<file path="src/source/wb_pkg.sv">
package wb_pkg;

  // --------------------
  // Bus geometry
  // --------------------

  // Data and address widths of the shared bus
  localparam int WB_DW = 32;
  localparam int WB_AW = 32;

  // One select per data byte
  localparam int WB_SW = WB_DW / 8;

  // Target id width, enough for four slaves
  localparam int TID_W = 2;

  // Address bits that pick the slave region
  localparam int REGION_MSB = 31;
  localparam int REGION_LSB = 28;

  // --------------------
  // Bus types
  // --------------------

  typedef logic [TID_W-1:0] wb_tid_t;

  // Request as seen by the interconnect and the slaves
  // tid and hit are filled in by the address decoder
  typedef struct packed {
    logic [WB_DW-1:0] dat;
    logic [WB_AW-1:0] adr;
    logic [WB_SW-1:0] sel;
    logic             we;
    logic             cyc;
    logic             stb;
    wb_tid_t          tid;
    logic             hit;
  } wb_req_t;

  // Response back toward a master
  typedef struct packed {
    logic [WB_DW-1:0] dat;
    logic             ack;
    logic             err;
  } wb_rsp_t;

  // Staging FSM states
  typedef enum logic [1:0] {
    STG_IDLE,
    STG_REQ,
    STG_RESP
  } stage_state_e;

endpackage

</file>
<file path="src/source/wb_interconnect.sv">
`timescale 1ns/100ps

module wb_interconnect import wb_pkg::*; #(
  parameter int NUM_MST = 3,
  parameter int NUM_SLV = 4,
  localparam int GNT_W = (NUM_MST > 1) ? $clog2(NUM_MST) : 1
) (
  input  logic    clk_i,
  input  logic    reset_i,

  // Master side
  input  wb_req_t m_req_i [NUM_MST],
  output wb_rsp_t m_rsp_o [NUM_MST],

  // Toward the staging stage
  output wb_req_t bus_req_o,
  input  wb_rsp_t bus_rsp_i
);

  // Requests with tid and hit filled in
  wb_req_t dec_req [NUM_MST];

  // Arbiter request lines
  logic [NUM_MST-1:0] req_vec;

  // Current owner of the bus
  logic [GNT_W-1:0] gnt;

  // --------------------
  // Address decode
  // --------------------

  // Region r maps to slave r when r is below NUM_SLV
  // Any other region is flagged unmapped and later errored by the stage
  always_comb begin
    logic [REGION_MSB-REGION_LSB:0] region;
    region = '0;
    for (int m = 0; m < NUM_MST; m++) begin
      region         = m_req_i[m].adr[REGION_MSB:REGION_LSB];
      dec_req[m]     = m_req_i[m];
      dec_req[m].hit = (region < NUM_SLV);
      dec_req[m].tid = dec_req[m].hit ? wb_tid_t'(region) : '0;
      // Classic cycle request needs both cyc and stb
      req_vec[m]     = m_req_i[m].cyc & m_req_i[m].stb;
    end
  end

  // --------------------
  // Arbitration
  // --------------------

  wb_rr_arb #(
    .NUM_MST (NUM_MST)
  ) wb_rr_arb_inst (
    .clk_i   (clk_i),
    .reset_i (reset_i),
    .req_i   (req_vec),
    .gnt_o   (gnt)
  );

  // Granted request goes to the stage
  // Other masters see their stb stalled
  always_comb begin
    bus_req_o = dec_req[0];
    for (int m = 1; m < NUM_MST; m++) begin
      if (gnt == GNT_W'(m)) begin
        bus_req_o = dec_req[m];
      end
    end
  end

  // --------------------
  // Response return
  // --------------------

  // Only the granted master sees the response, the rest get zero
  always_comb begin
    for (int m = 0; m < NUM_MST; m++) begin
      if (gnt == GNT_W'(m)) begin
        m_rsp_o[m] = bus_rsp_i;
      end else begin
        m_rsp_o[m] = '0;
      end
    end
  end

endmodule

</file>
<file path="src/source/wb_reg_slave.sv">
`timescale 1ns/100ps

module wb_reg_slave import wb_pkg::*; #(
  parameter int SLV_WORDS = 16,
  localparam int IDX_W = (SLV_WORDS > 1) ? $clog2(SLV_WORDS) : 1,
  localparam int BO_W  = $clog2(WB_SW)
) (
  input  logic    clk_i,
  input  logic    reset_i,
  input  wb_req_t req_i,
  output wb_rsp_t rsp_o
);

  logic [WB_DW-1:0] regs_q [SLV_WORDS];

  // Word offset inside the slave region
  logic [REGION_LSB-BO_W-1:0] word_idx;
  logic [IDX_W-1:0]           widx;
  logic                       in_range;

  // New strobe, not yet answered
  logic new_req;

  logic             ack_q;
  logic             err_q;
  logic [WB_DW-1:0] rd_dat_q;

  assign word_idx = req_i.adr[REGION_LSB-1:BO_W];
  assign widx     = word_idx[IDX_W-1:0];
  assign in_range = (word_idx < SLV_WORDS);

  // Held stb is answered once, the pulse blocks a second hit
  assign new_req = req_i.cyc & req_i.stb & ~ack_q & ~err_q;

  // --------------------
  // Register bank
  // --------------------

  always_ff @(posedge clk_i) begin
    if (reset_i) begin
      ack_q <= 1'b0;
      err_q <= 1'b0;
      for (int i = 0; i < SLV_WORDS; i++) begin
        regs_q[i] <= '0;
      end
    end else begin
      ack_q <= new_req & in_range;
      // Out-of-range word, flag it and leave the bank untouched
      err_q <= new_req & ~in_range;
      if (new_req && in_range && req_i.we) begin
        for (int b = 0; b < WB_SW; b++) begin
          if (req_i.sel[b]) begin
            regs_q[widx][8*b +: 8] <= req_i.dat[8*b +: 8];
          end
        end
      end
    end
  end

  // Read data, lines up with the ack pulse
  always_ff @(posedge clk_i) begin
    if (new_req && in_range && !req_i.we) begin
      rd_dat_q <= regs_q[widx];
    end
  end

  assign rsp_o = '{dat: rd_dat_q, ack: ack_q, err: err_q};

endmodule

</file>
<file path="src/source/wb_rr_arb.sv">
`timescale 1ns/100ps

module wb_rr_arb #(
  parameter int NUM_MST = 3,
  localparam int GNT_W = (NUM_MST > 1) ? $clog2(NUM_MST) : 1
) (
  input  logic               clk_i,
  input  logic               reset_i,
  input  logic [NUM_MST-1:0] req_i,
  output logic [GNT_W-1:0]   gnt_o
);

  // Next holder of the grant
  logic [GNT_W-1:0] gnt_nxt;

  // --------------------
  // Rotation search
  // --------------------

  // Grant is kept while the holder still requests
  // Otherwise look at the masters after the holder, nearest one wins
  always_comb begin
    int unsigned idx;
    gnt_nxt = gnt_o;
    idx     = 0;
    if (!req_i[gnt_o]) begin
      // Walk from the farthest to the nearest so the nearest is set last
      for (int k = NUM_MST - 1; k >= 1; k--) begin
        idx = (int'(gnt_o) + k) % NUM_MST;
        if (req_i[idx]) begin
          gnt_nxt = idx[GNT_W-1:0];
        end
      end
    end
  end

  // --------------------
  // Grant register
  // --------------------

  // Master 0 owns the bus after reset
  always_ff @(posedge clk_i) begin
    if (reset_i) begin
      gnt_o <= '0;
    end else begin
      gnt_o <= gnt_nxt;
    end
  end

endmodule

</file>
<file path="src/source/wb_stage.sv">
`timescale 1ns/100ps

module wb_stage import wb_pkg::*; #(
  parameter int NUM_SLV = 4
) (
  input  logic    clk_i,
  input  logic    reset_i,

  // Arbitrated bus
  input  wb_req_t bus_req_i,
  output wb_rsp_t bus_rsp_o,

  // Slave side
  output wb_req_t slv_req_o [NUM_SLV],
  input  wb_rsp_t slv_rsp_i [NUM_SLV]
);

  stage_state_e state_q;

  // Captured request, held stable while the slave works
  wb_req_t req_q;

  // Registered response
  logic [WB_DW-1:0] rsp_dat_q;
  logic             rsp_ack_q;
  logic             rsp_err_q;

  // Local error for unmapped regions, delayed to match slave timing
  logic unm_err_q;

  // Response picked for the captured target
  wb_rsp_t sel_rsp;
  logic    rsp_done;

  // --------------------
  // Request steering
  // --------------------

  // Only the addressed slave sees cyc and stb, and only in STG_REQ
  always_comb begin
    for (int s = 0; s < NUM_SLV; s++) begin
      slv_req_o[s] = '0;
      if (state_q == STG_REQ && req_q.hit && req_q.tid == wb_tid_t'(s)) begin
        slv_req_o[s] = req_q;
      end
    end
  end

  // Unmapped requests answer with err from the stage
  always_comb begin
    sel_rsp = '0;
    if (req_q.hit) begin
      sel_rsp = slv_rsp_i[req_q.tid];
    end else begin
      sel_rsp.err = unm_err_q;
    end
  end

  assign rsp_done = sel_rsp.ack | sel_rsp.err;

  // --------------------
  // Control FSM
  // --------------------

  always_ff @(posedge clk_i) begin
    if (reset_i) begin
      state_q   <= STG_IDLE;
      rsp_ack_q <= 1'b0;
      rsp_err_q <= 1'b0;
      unm_err_q <= 1'b0;
    end else begin
      // Ack and err are single-cycle pulses
      rsp_ack_q <= 1'b0;
      rsp_err_q <= 1'b0;
      unm_err_q <= 1'b0;
      case (state_q)
        STG_IDLE: begin
          if (bus_req_i.cyc && bus_req_i.stb) begin
            state_q <= STG_REQ;
          end
        end
        STG_REQ: begin
          // One cycle of latency, same as a slave
          unm_err_q <= ~req_q.hit & ~unm_err_q;
          if (rsp_done) begin
            rsp_ack_q <= sel_rsp.ack;
            rsp_err_q <= sel_rsp.err;
            state_q   <= STG_RESP;
          end
        end
        STG_RESP: state_q <= STG_IDLE;
        default:  state_q <= STG_IDLE;
      endcase
    end
  end

  // Payload capture, no reset needed
  always_ff @(posedge clk_i) begin
    if (state_q == STG_IDLE && bus_req_i.cyc && bus_req_i.stb) begin
      req_q <= bus_req_i;
    end
    if (state_q == STG_REQ && rsp_done) begin
      rsp_dat_q <= sel_rsp.dat;
    end
  end

  assign bus_rsp_o = '{dat: rsp_dat_q, ack: rsp_ack_q, err: rsp_err_q};

endmodule

</file>
<file path="src/source/wb_subsys_top.sv">
`timescale 1ns/100ps

module wb_subsys_top import wb_pkg::*; #(
  parameter int NUM_MST   = 3,
  parameter int NUM_SLV   = 4,
  parameter int SLV_WORDS = 16
) (
  input  logic    clk_i,
  input  logic    reset_i,
  input  wb_req_t m_req_i [NUM_MST],
  output wb_rsp_t m_rsp_o [NUM_MST]
);

  // Arbitrated bus between interconnect and stage
  wb_req_t bus_req;
  wb_rsp_t bus_rsp;

  // Per-slave request and response
  wb_req_t slv_req [NUM_SLV];
  wb_rsp_t slv_rsp [NUM_SLV];

  // --------------------
  // Master side
  // --------------------

  wb_interconnect #(
    .NUM_MST (NUM_MST),
    .NUM_SLV (NUM_SLV)
  ) wb_interconnect_inst (
    .clk_i     (clk_i),
    .reset_i   (reset_i),
    .m_req_i   (m_req_i),
    .m_rsp_o   (m_rsp_o),
    .bus_req_o (bus_req),
    .bus_rsp_i (bus_rsp)
  );

  // Staging registers break the path to the slaves
  wb_stage #(
    .NUM_SLV (NUM_SLV)
  ) wb_stage_inst (
    .clk_i     (clk_i),
    .reset_i   (reset_i),
    .bus_req_i (bus_req),
    .bus_rsp_o (bus_rsp),
    .slv_req_o (slv_req),
    .slv_rsp_i (slv_rsp)
  );

  // --------------------
  // Slave banks
  // --------------------

  for (genvar s = 0; s < NUM_SLV; s++) begin : g_slv
    wb_reg_slave #(
      .SLV_WORDS (SLV_WORDS)
    ) wb_reg_slave_inst (
      .clk_i   (clk_i),
      .reset_i (reset_i),
      .req_i   (slv_req[s]),
      .rsp_o   (slv_rsp[s])
    );
  end

endmodule

</file>
<file path="config.mk">
export PLATFORM = sky130hd
export DESIGN_NAME = wb_subsys_top
export DESIGN_NICKNAME = d
export VERILOG_FILES = /design/src/source/wb_pkg.sv /design/src/source/wb_interconnect.sv /design/src/source/wb_reg_slave.sv /design/src/source/wb_rr_arb.sv /design/src/source/wb_stage.sv /design/src/source/wb_subsys_top.sv
export SDC_FILE = /design/constraint.sdc
export NUM_CORES = 2
export LEC_CHECK = 0
export BUFFER_PORTS_ARGS = -buffer_cell sky130_fd_sc_hd__buf_2
export CAP_MARGIN = 20
export CORE_AREA = 3 3 701 424
export CTS_BUF_LIST = sky130_fd_sc_hd__clkbuf_16
export DETAILED_ROUTE_END_ITERATION = 12
export DIE_AREA = 0 0 704 427
export HOLD_SLACK_MARGIN = 0.05
export PLACE_DENSITY = 0.52
export SYNTH_ARGS = -nofsm -noshare
export SYNTH_HDL_FRONTEND = slang
export SYNTH_SLANG_ARGS = --single-unit
</file>
<file path="constraint.sdc">
create_clock -name clk_i -period 28.6 [get_ports clk_i]
set_input_delay 5.72 -clock clk_i [delete_from_list [all_inputs] [get_ports clk_i]]
set_output_delay 5.72 -clock clk_i [all_outputs]
set_load 0.005 [all_outputs]
</file>
======== Yosys cells after proc, flatten, opt, wreduce, memory -nomap -nowiden ========
Memory sizes are Yosys's and may differ from the RTL's. A register that Yosys moved wholly into a read port is not among the register bits.
Cells that the tools add are included.
W data, S select, Z words.
storage, ports and cells
  memory bits (read-only) ................. 0
  logic and storage cells ................. 235
  RAM bits ................................ 2048
  latch bits .............................. 0
  memories kept ........................... 4
  flip-flop bits (word level) ............. 121
  output and inout bits ................... 102
  input port bits ......................... 224
memory list
  name                               depth  bits a word  rd ports  clocked after memory_dff  wr ports  line                RTL
  g_slv[0].wb_reg_slave_inst.regs_q  16     32           1         1                         16        wb_reg_slave.sv:14  logic [WB_DW-1:0] regs_q [SLV_WORDS];
  g_slv[1].wb_reg_slave_inst.regs_q  16     32           1         1                         16        wb_reg_slave.sv:14
  g_slv[2].wb_reg_slave_inst.regs_q  16     32           1         1                         16        wb_reg_slave.sv:14
  g_slv[3].wb_reg_slave_inst.regs_q  16     32           1         1                         16        wb_reg_slave.sv:14
operators by class
  multiplexer cells ....................... 106
  eq/ne operators ......................... 8
  add/subtract/negate cells ............... 2
  bitwise logic cells ..................... 43
  shift-type cells ........................ 0
  multipliers ............................. 0
  divide/modulo/power cells ............... 2
  order comparisons ....................... 11
  reduce and logical (&&, ||, !) cells .... 37
operators by type and width
  cell                     number
  $mux W74                 6
  $mux W34                 5
  $mux W32                 4
  $reduce_or A32 Y1        4
  $lt A26 B5 Y1 const B    4
  $mux W1                  71
  $bmux W34 S2             1
  $lt A32 B3 Y1 const B    2
  $mod A32 B3 Y32 const B  2
  $mux W4                  8
  $and A1 B1 Y1            24
  $logic_and A1 B1 Y1      21
  $not A1 Y1               17
  $mux W2                  7
  $lt A4 B3 Y1 const B     3
  $bmux W1 S2              3
  $eq A2 B1 Y1 const B     3
  $eq A2 B2 Y1 const B     3
  $logic_not A2 Y1         3
  $logic_not A1 Y1         4
  $ne A2 B1 Y1 const B     2
  $pmux W2 S2              1
  $reduce_and A2 Y1        2
  $add A2 B1 Y3 const B    1
  8 further kinds          8

======== Longest topological paths before layout ========
  word-level depth ........................ 14
  mapped depth ............................ 10
  mapped depth without buffers ............ 7

======== Modules after synthesis ========
A second synthesis with hierarchy kept.
second synthesis, totals
  cells, all modules ...................... 7383
  area total of the unflattened synthesis .. 105205.9 sq um
modules (own cells, without submodules)
  module                                          cells each  instances  area each (sq um)  seq. area each (sq um)
  wb_reg_slave at g_slv[1].wb_reg_slave_inst ...  1590        3          23826.6            16375.7
  wb_reg_slave at g_slv[0].wb_reg_slave_inst      1590        1          23852.9            16375.7
  wb_stage                                        537         1          6468.7             3283.1
  wb_interconnect                                 459         1          3171.8             0.0
  wb_rr_arb                                       27          1          232.7              40.0

======== Least setup slack after synthesis ========
OpenSTA, ideal clock, no wires.
  path kind ............................... input-to-reg
  start point ............................. in m_req_i[78] (netlist bit)
  end point ............................... reg wb_stage_inst.req_q[0] (netlist bit) (enable)
  data arrival time ....................... 12.455 ns
  buffers on the path ..................... 0
  stages .................................. 4
  library setup time ...................... 0.665 ns
  setup slack ............................. 15.479 ns
  cell sequence ........................... mux2i_1 nor2_1 a21oi_1 nor4_1
between the ends
  longest elaborated chain between the ends .. 4
ends and longest elaborated chain
  what                               line                   RTL
  start: declaration                 wb_subsys_top.sv:10    input wb_req_t m_req_i [NUM_MST],
  $mux W74 (2 in series)             wb_interconnect.sv:66  if (gnt == GNT_W'(m)) begin
  $logic_and A1 B1 Y1 (2 in series)  wb_stage.sv:99         if (state_q == STG_IDLE && bus_req_i.cyc && bus_req_i.stb) begin
  end signal: assignment             wb_stage.sv:100        req_q <= bus_req_i;
  end: declaration                   wb_stage.sv:21         wb_req_t req_q;
Every way passes these cells.
A chain may end at the register's enable or synchronous reset.

==> out/results.txt <==
Status - finished clean
Die ar. - 0.301 mm²
Worst Path Buf+Inv - 3
Non-Filler Instances - 12.5k
Clock latency at the later pin of the worst-skew pair - 0.91 ns
Clk sinks - 2,291
WL final - 409,000 µm
FF-to-FF Start - wb_stage_inst.req_q[12]$_DFFE_PP_
Worst setup SP type - register
Post-Syn Nets - 8,551
CP delay by family, top - buffers and inverters
VDD IR max - 0.0000481 V
Cell chain of the critical path - inv_1, ha_4, buf_4, and2_1, buf_2
R2R cell count - 9
Drt wl/cell - 32.9 µm
I/O pins - 326
GPL Wtd Cong - 0.925
WP data arrival - 3.28 ns
Avg Cell Area, Syn - 12.2 µm²
Final HPWL DP - 280,000 µm
Initial Util - 35.1%
Synth Flop Type - edfxtp_1
Die Y - 427 µm
Post-CTS resize count - 0
# rows - 153
H-tree levels - 4
Initial antenna violation count - 51
Max-capacitance violation count - 0
Clk buf depth - 4
Residual DRC count - 0
IO buf count - 310
Via-to-Cell Ratio - 6.04
Sequential area share after synthesis - 67.4%
YS warnings - 0
Slew HR - 6.37%
Pin count of the biggest net entering global routing - 101
Share of layout cells above drive strength 1 - 14.0%
Hold bufs inserted after CTS - 0
Dpl cells - 12.0k
Clock Skew - 0.0703 ns
Area Overhead vs Synth - 12.4%
Setup violations, final - 0
Crit-path max FO - 96
CTS tree - yes
Hold EP - wb_stage_inst.unm_err_q$_SDFF_PP0_
Top-area cell type share of the netlist area - 67.1%
Max Clock Freq - 0.111 GHz
GRT Resource Usage Total - 26.4%
Top cells by area, synth - edfxtp_1 67%, nor2_1 7.3%, mux2i_1 3.4%
Via count - 75.3k
Global-route wire length before repair - 560,000 µm
CP Data Required Time - 22.88 ns
Fin crit share - 31.5%
Worst Setup End Kind - output pin
Initial drt markers - 13.0k
Capturing point of the worst reg2reg path - g_slv[2].wb_reg_slave_inst.regs_q[9][8]$_SDFFCE_PN0P_
Post-synthesis cell type count - 85
Total grt overflow - 0
Inserted Clock Buffers - 221
Synth Register Bits - 2,291
Setup Buffers After CTS - 0
Clock transition at path regs - 0.07 ns
Minimum clock period - 9.00 ns
CP peak stage delay - 0.72 ns
Die width - 704 µm
Synthesized area - 0.102 mm²
Critical hold path startpoint - wb_stage_inst.unm_err_q$_SDFF_PP0_
Max-slew violations - 0
Clock root buffer - clkbuf_16
# nets final - 8,620
Number of global-route vias before repair - 70.3k
Remaining antenna violation count - 0
Detailed Routing Iterations Pass 1 - 7
Worst slew pin tran - 1.37 ns
EDFF count, synth - 2,276
Ys async rst share - 0%
P_leak - 0.0378 µW
Core ar. - 0.290 mm²
Hold Fails Final Rpt - 0
Mapped Cells - 8,322
Pwr per Cell Area - 71.6 mW/mm²
Synth area leader - edfxtp_1
Worst path slowest cell - buf_4
Setup Crit Path Kind - register to output pin
Hold Path Cell Cnt - 1
Hold Crit Class - register to register
Setup slack, reg-to-reg - 22.04 ns
RSZ-0062 raised after global routing - no
Final setup TNS - 0 ns
[worst register-to-register path, delay by kind of cell (launching register included)]
kind / cells / cell delay (ns)
buffers and inverters: 5 / 2.99
DFF: 1 / 0.94
and+or+nand+nor: 4 / 2.26
[how the worst max path moves through the flow]
stage | startpoint | to | slack (ns) | cells after the start
floorplan | m_req_i[78] | wb_stage_inst.req_q[0]$_DFFE_PP_ | 15.48 | 4
global placement | reset_i | g_slv[1].wb_reg_slave_inst.regs_q[4][12]$_SDFFCE_PN0P_ | 19.76 | 5
detailed placement | reset_i | g_slv[1].wb_reg_slave_inst.regs_q[4][9]$_SDFFCE_PN0P_ | 19.75 | 5
CTS | wb_interconnect_inst.wb_rr_arb_inst.gnt_o[0]$_SDFFE_PP0P_ | m_rsp_o[29] | 19.56 | 5
global route | wb_interconnect_inst.wb_rr_arb_inst.gnt_o[0]$_SDFFE_PP0P_ | m_rsp_o[29] | 19.36 | 5
finish | wb_interconnect_inst.wb_rr_arb_inst.gnt_o[0]$_SDFFE_PP0P_ | m_rsp_o[29] | 19.60 | 5
[per-stage QoR]
step	setup slack, ns	total power [µW]	utilization, %	hold WS, ns	area, µm²
CTS	19.56	8150	39.4	0.438	114000
global route	19.36	8370	39.4	0.462	114000
finish	19.60	8200	39.4	0.445	114000
global placement	19.76	5280	37.0	0.407	107000
floorplan	15.48	4620	-	0.397	102000
detailed placement	19.75	5300	37.0	0.429	108000
[placed cells by master (no fill, tap or decap), types with 59 or more instances in the layout]
cell type / Yosys / final
a21oi_1: 136 / 134
and2_1: 142 / 141
inv_1: 14 / 59
nand2_1: 704 / 698
buf_2: 176 / 316
mux2i_1: 345 / 345
nor2_1: 1984 / 1966
a222oi_1: 83 / 83
edfxtp_1: 2276 / 2276
o22ai_1: 75 / 75
nand3_1: 77 / 77
buf_4: 11 / 225
mux2_2: 136 / 136
a221oi_1: 130 / 130
o21ai_0: 232 / 232
clkbuf_16: 0 / 225
a22oi_1: 131 / 131
nor3_1: 335 / 313
o221ai_1: 68 / 68
[kinds of logic (layout without fill, tap and decap cells)]
group | after synthesis | after routing | share of synthesized area [%]
and+or+nand+nor | 3529 | 3529 | 14.8
adders and majority gates | 5 | 5 | 0.0614
muxes | 515 | 515 | 5.65
buffers and inverters | 722 | 965 | 2.92
DFF | 2291 | 2291 | 67.4
other | 0 | 20 | 0
AOI/OAI and AO/OA | 1260 | 1260 | 9.19
[synth_stat cells, types with 34 or more instances]
cell type     n
nor2_1     1984
a222oi_1     83
nor3_1      335
o221ai_1     68
o211ai_1     35
a22o_1       35
or2_1        44
mux2_2      136
clkbuf_1    485
a221o_1      49
mux4_2       34
a21oi_1     136
edfxtp_1   2276
o22ai_1      75
o21ai_0     232
nand2_1     704
nand3_1      77
mux2i_1     345
a221oi_1    130
a211oi_1     56
a22oi_1     131
buf_2       176
and2_1      142
or2_2        42
[metal layers]
layer	up-vias	wire, µm	global-route usage, %
met5	-	132	0
li1	31000	-	-
met4	18	15100	8.87
met1	38200	169000	38.7
met2	5368	159000	34.6
met3	629	66000	10.8
[layout make-up]
class                           count  area (µm²)
Clock buffer                      225        5630
Inverter                           17        71.3
Antenna cell                       20        50.0
Fill cell                       27600      176000
Tap cell                         3875        4850
Timing Repair Buffer              551        3390
Clock inverter                    172        1200
Sequential cell                  2291       68600
Multi-Input combinational cell   5309       30600
[registers in the layout (all words and copies together), names as in the netlist, 2 cells and up]
signal and cells:
wb_stage_inst.state_q 2, wb_interconnect_inst.wb_rr_arb_inst.gnt_o 2, g_slv.wb_reg_slave_inst.ack_q 4, g_slv.wb_reg_slave_inst.err_q 4
g_slv.wb_reg_slave_inst.regs_q 2048, wb_stage_inst.rsp_dat_q 32, g_slv.wb_reg_slave_inst.rd_dat_q 128, wb_stage_inst.req_q 68
[power breakdown]
group          internal [µW]  leakage (µW)  switching [µW]
registers               3840        0.0233             151
clock network           1560       0.00355            1350
logic                    342        0.0109             948
total                   5740        0.0378            2450
Note: power is estimated with default switching activity, not from simulation.
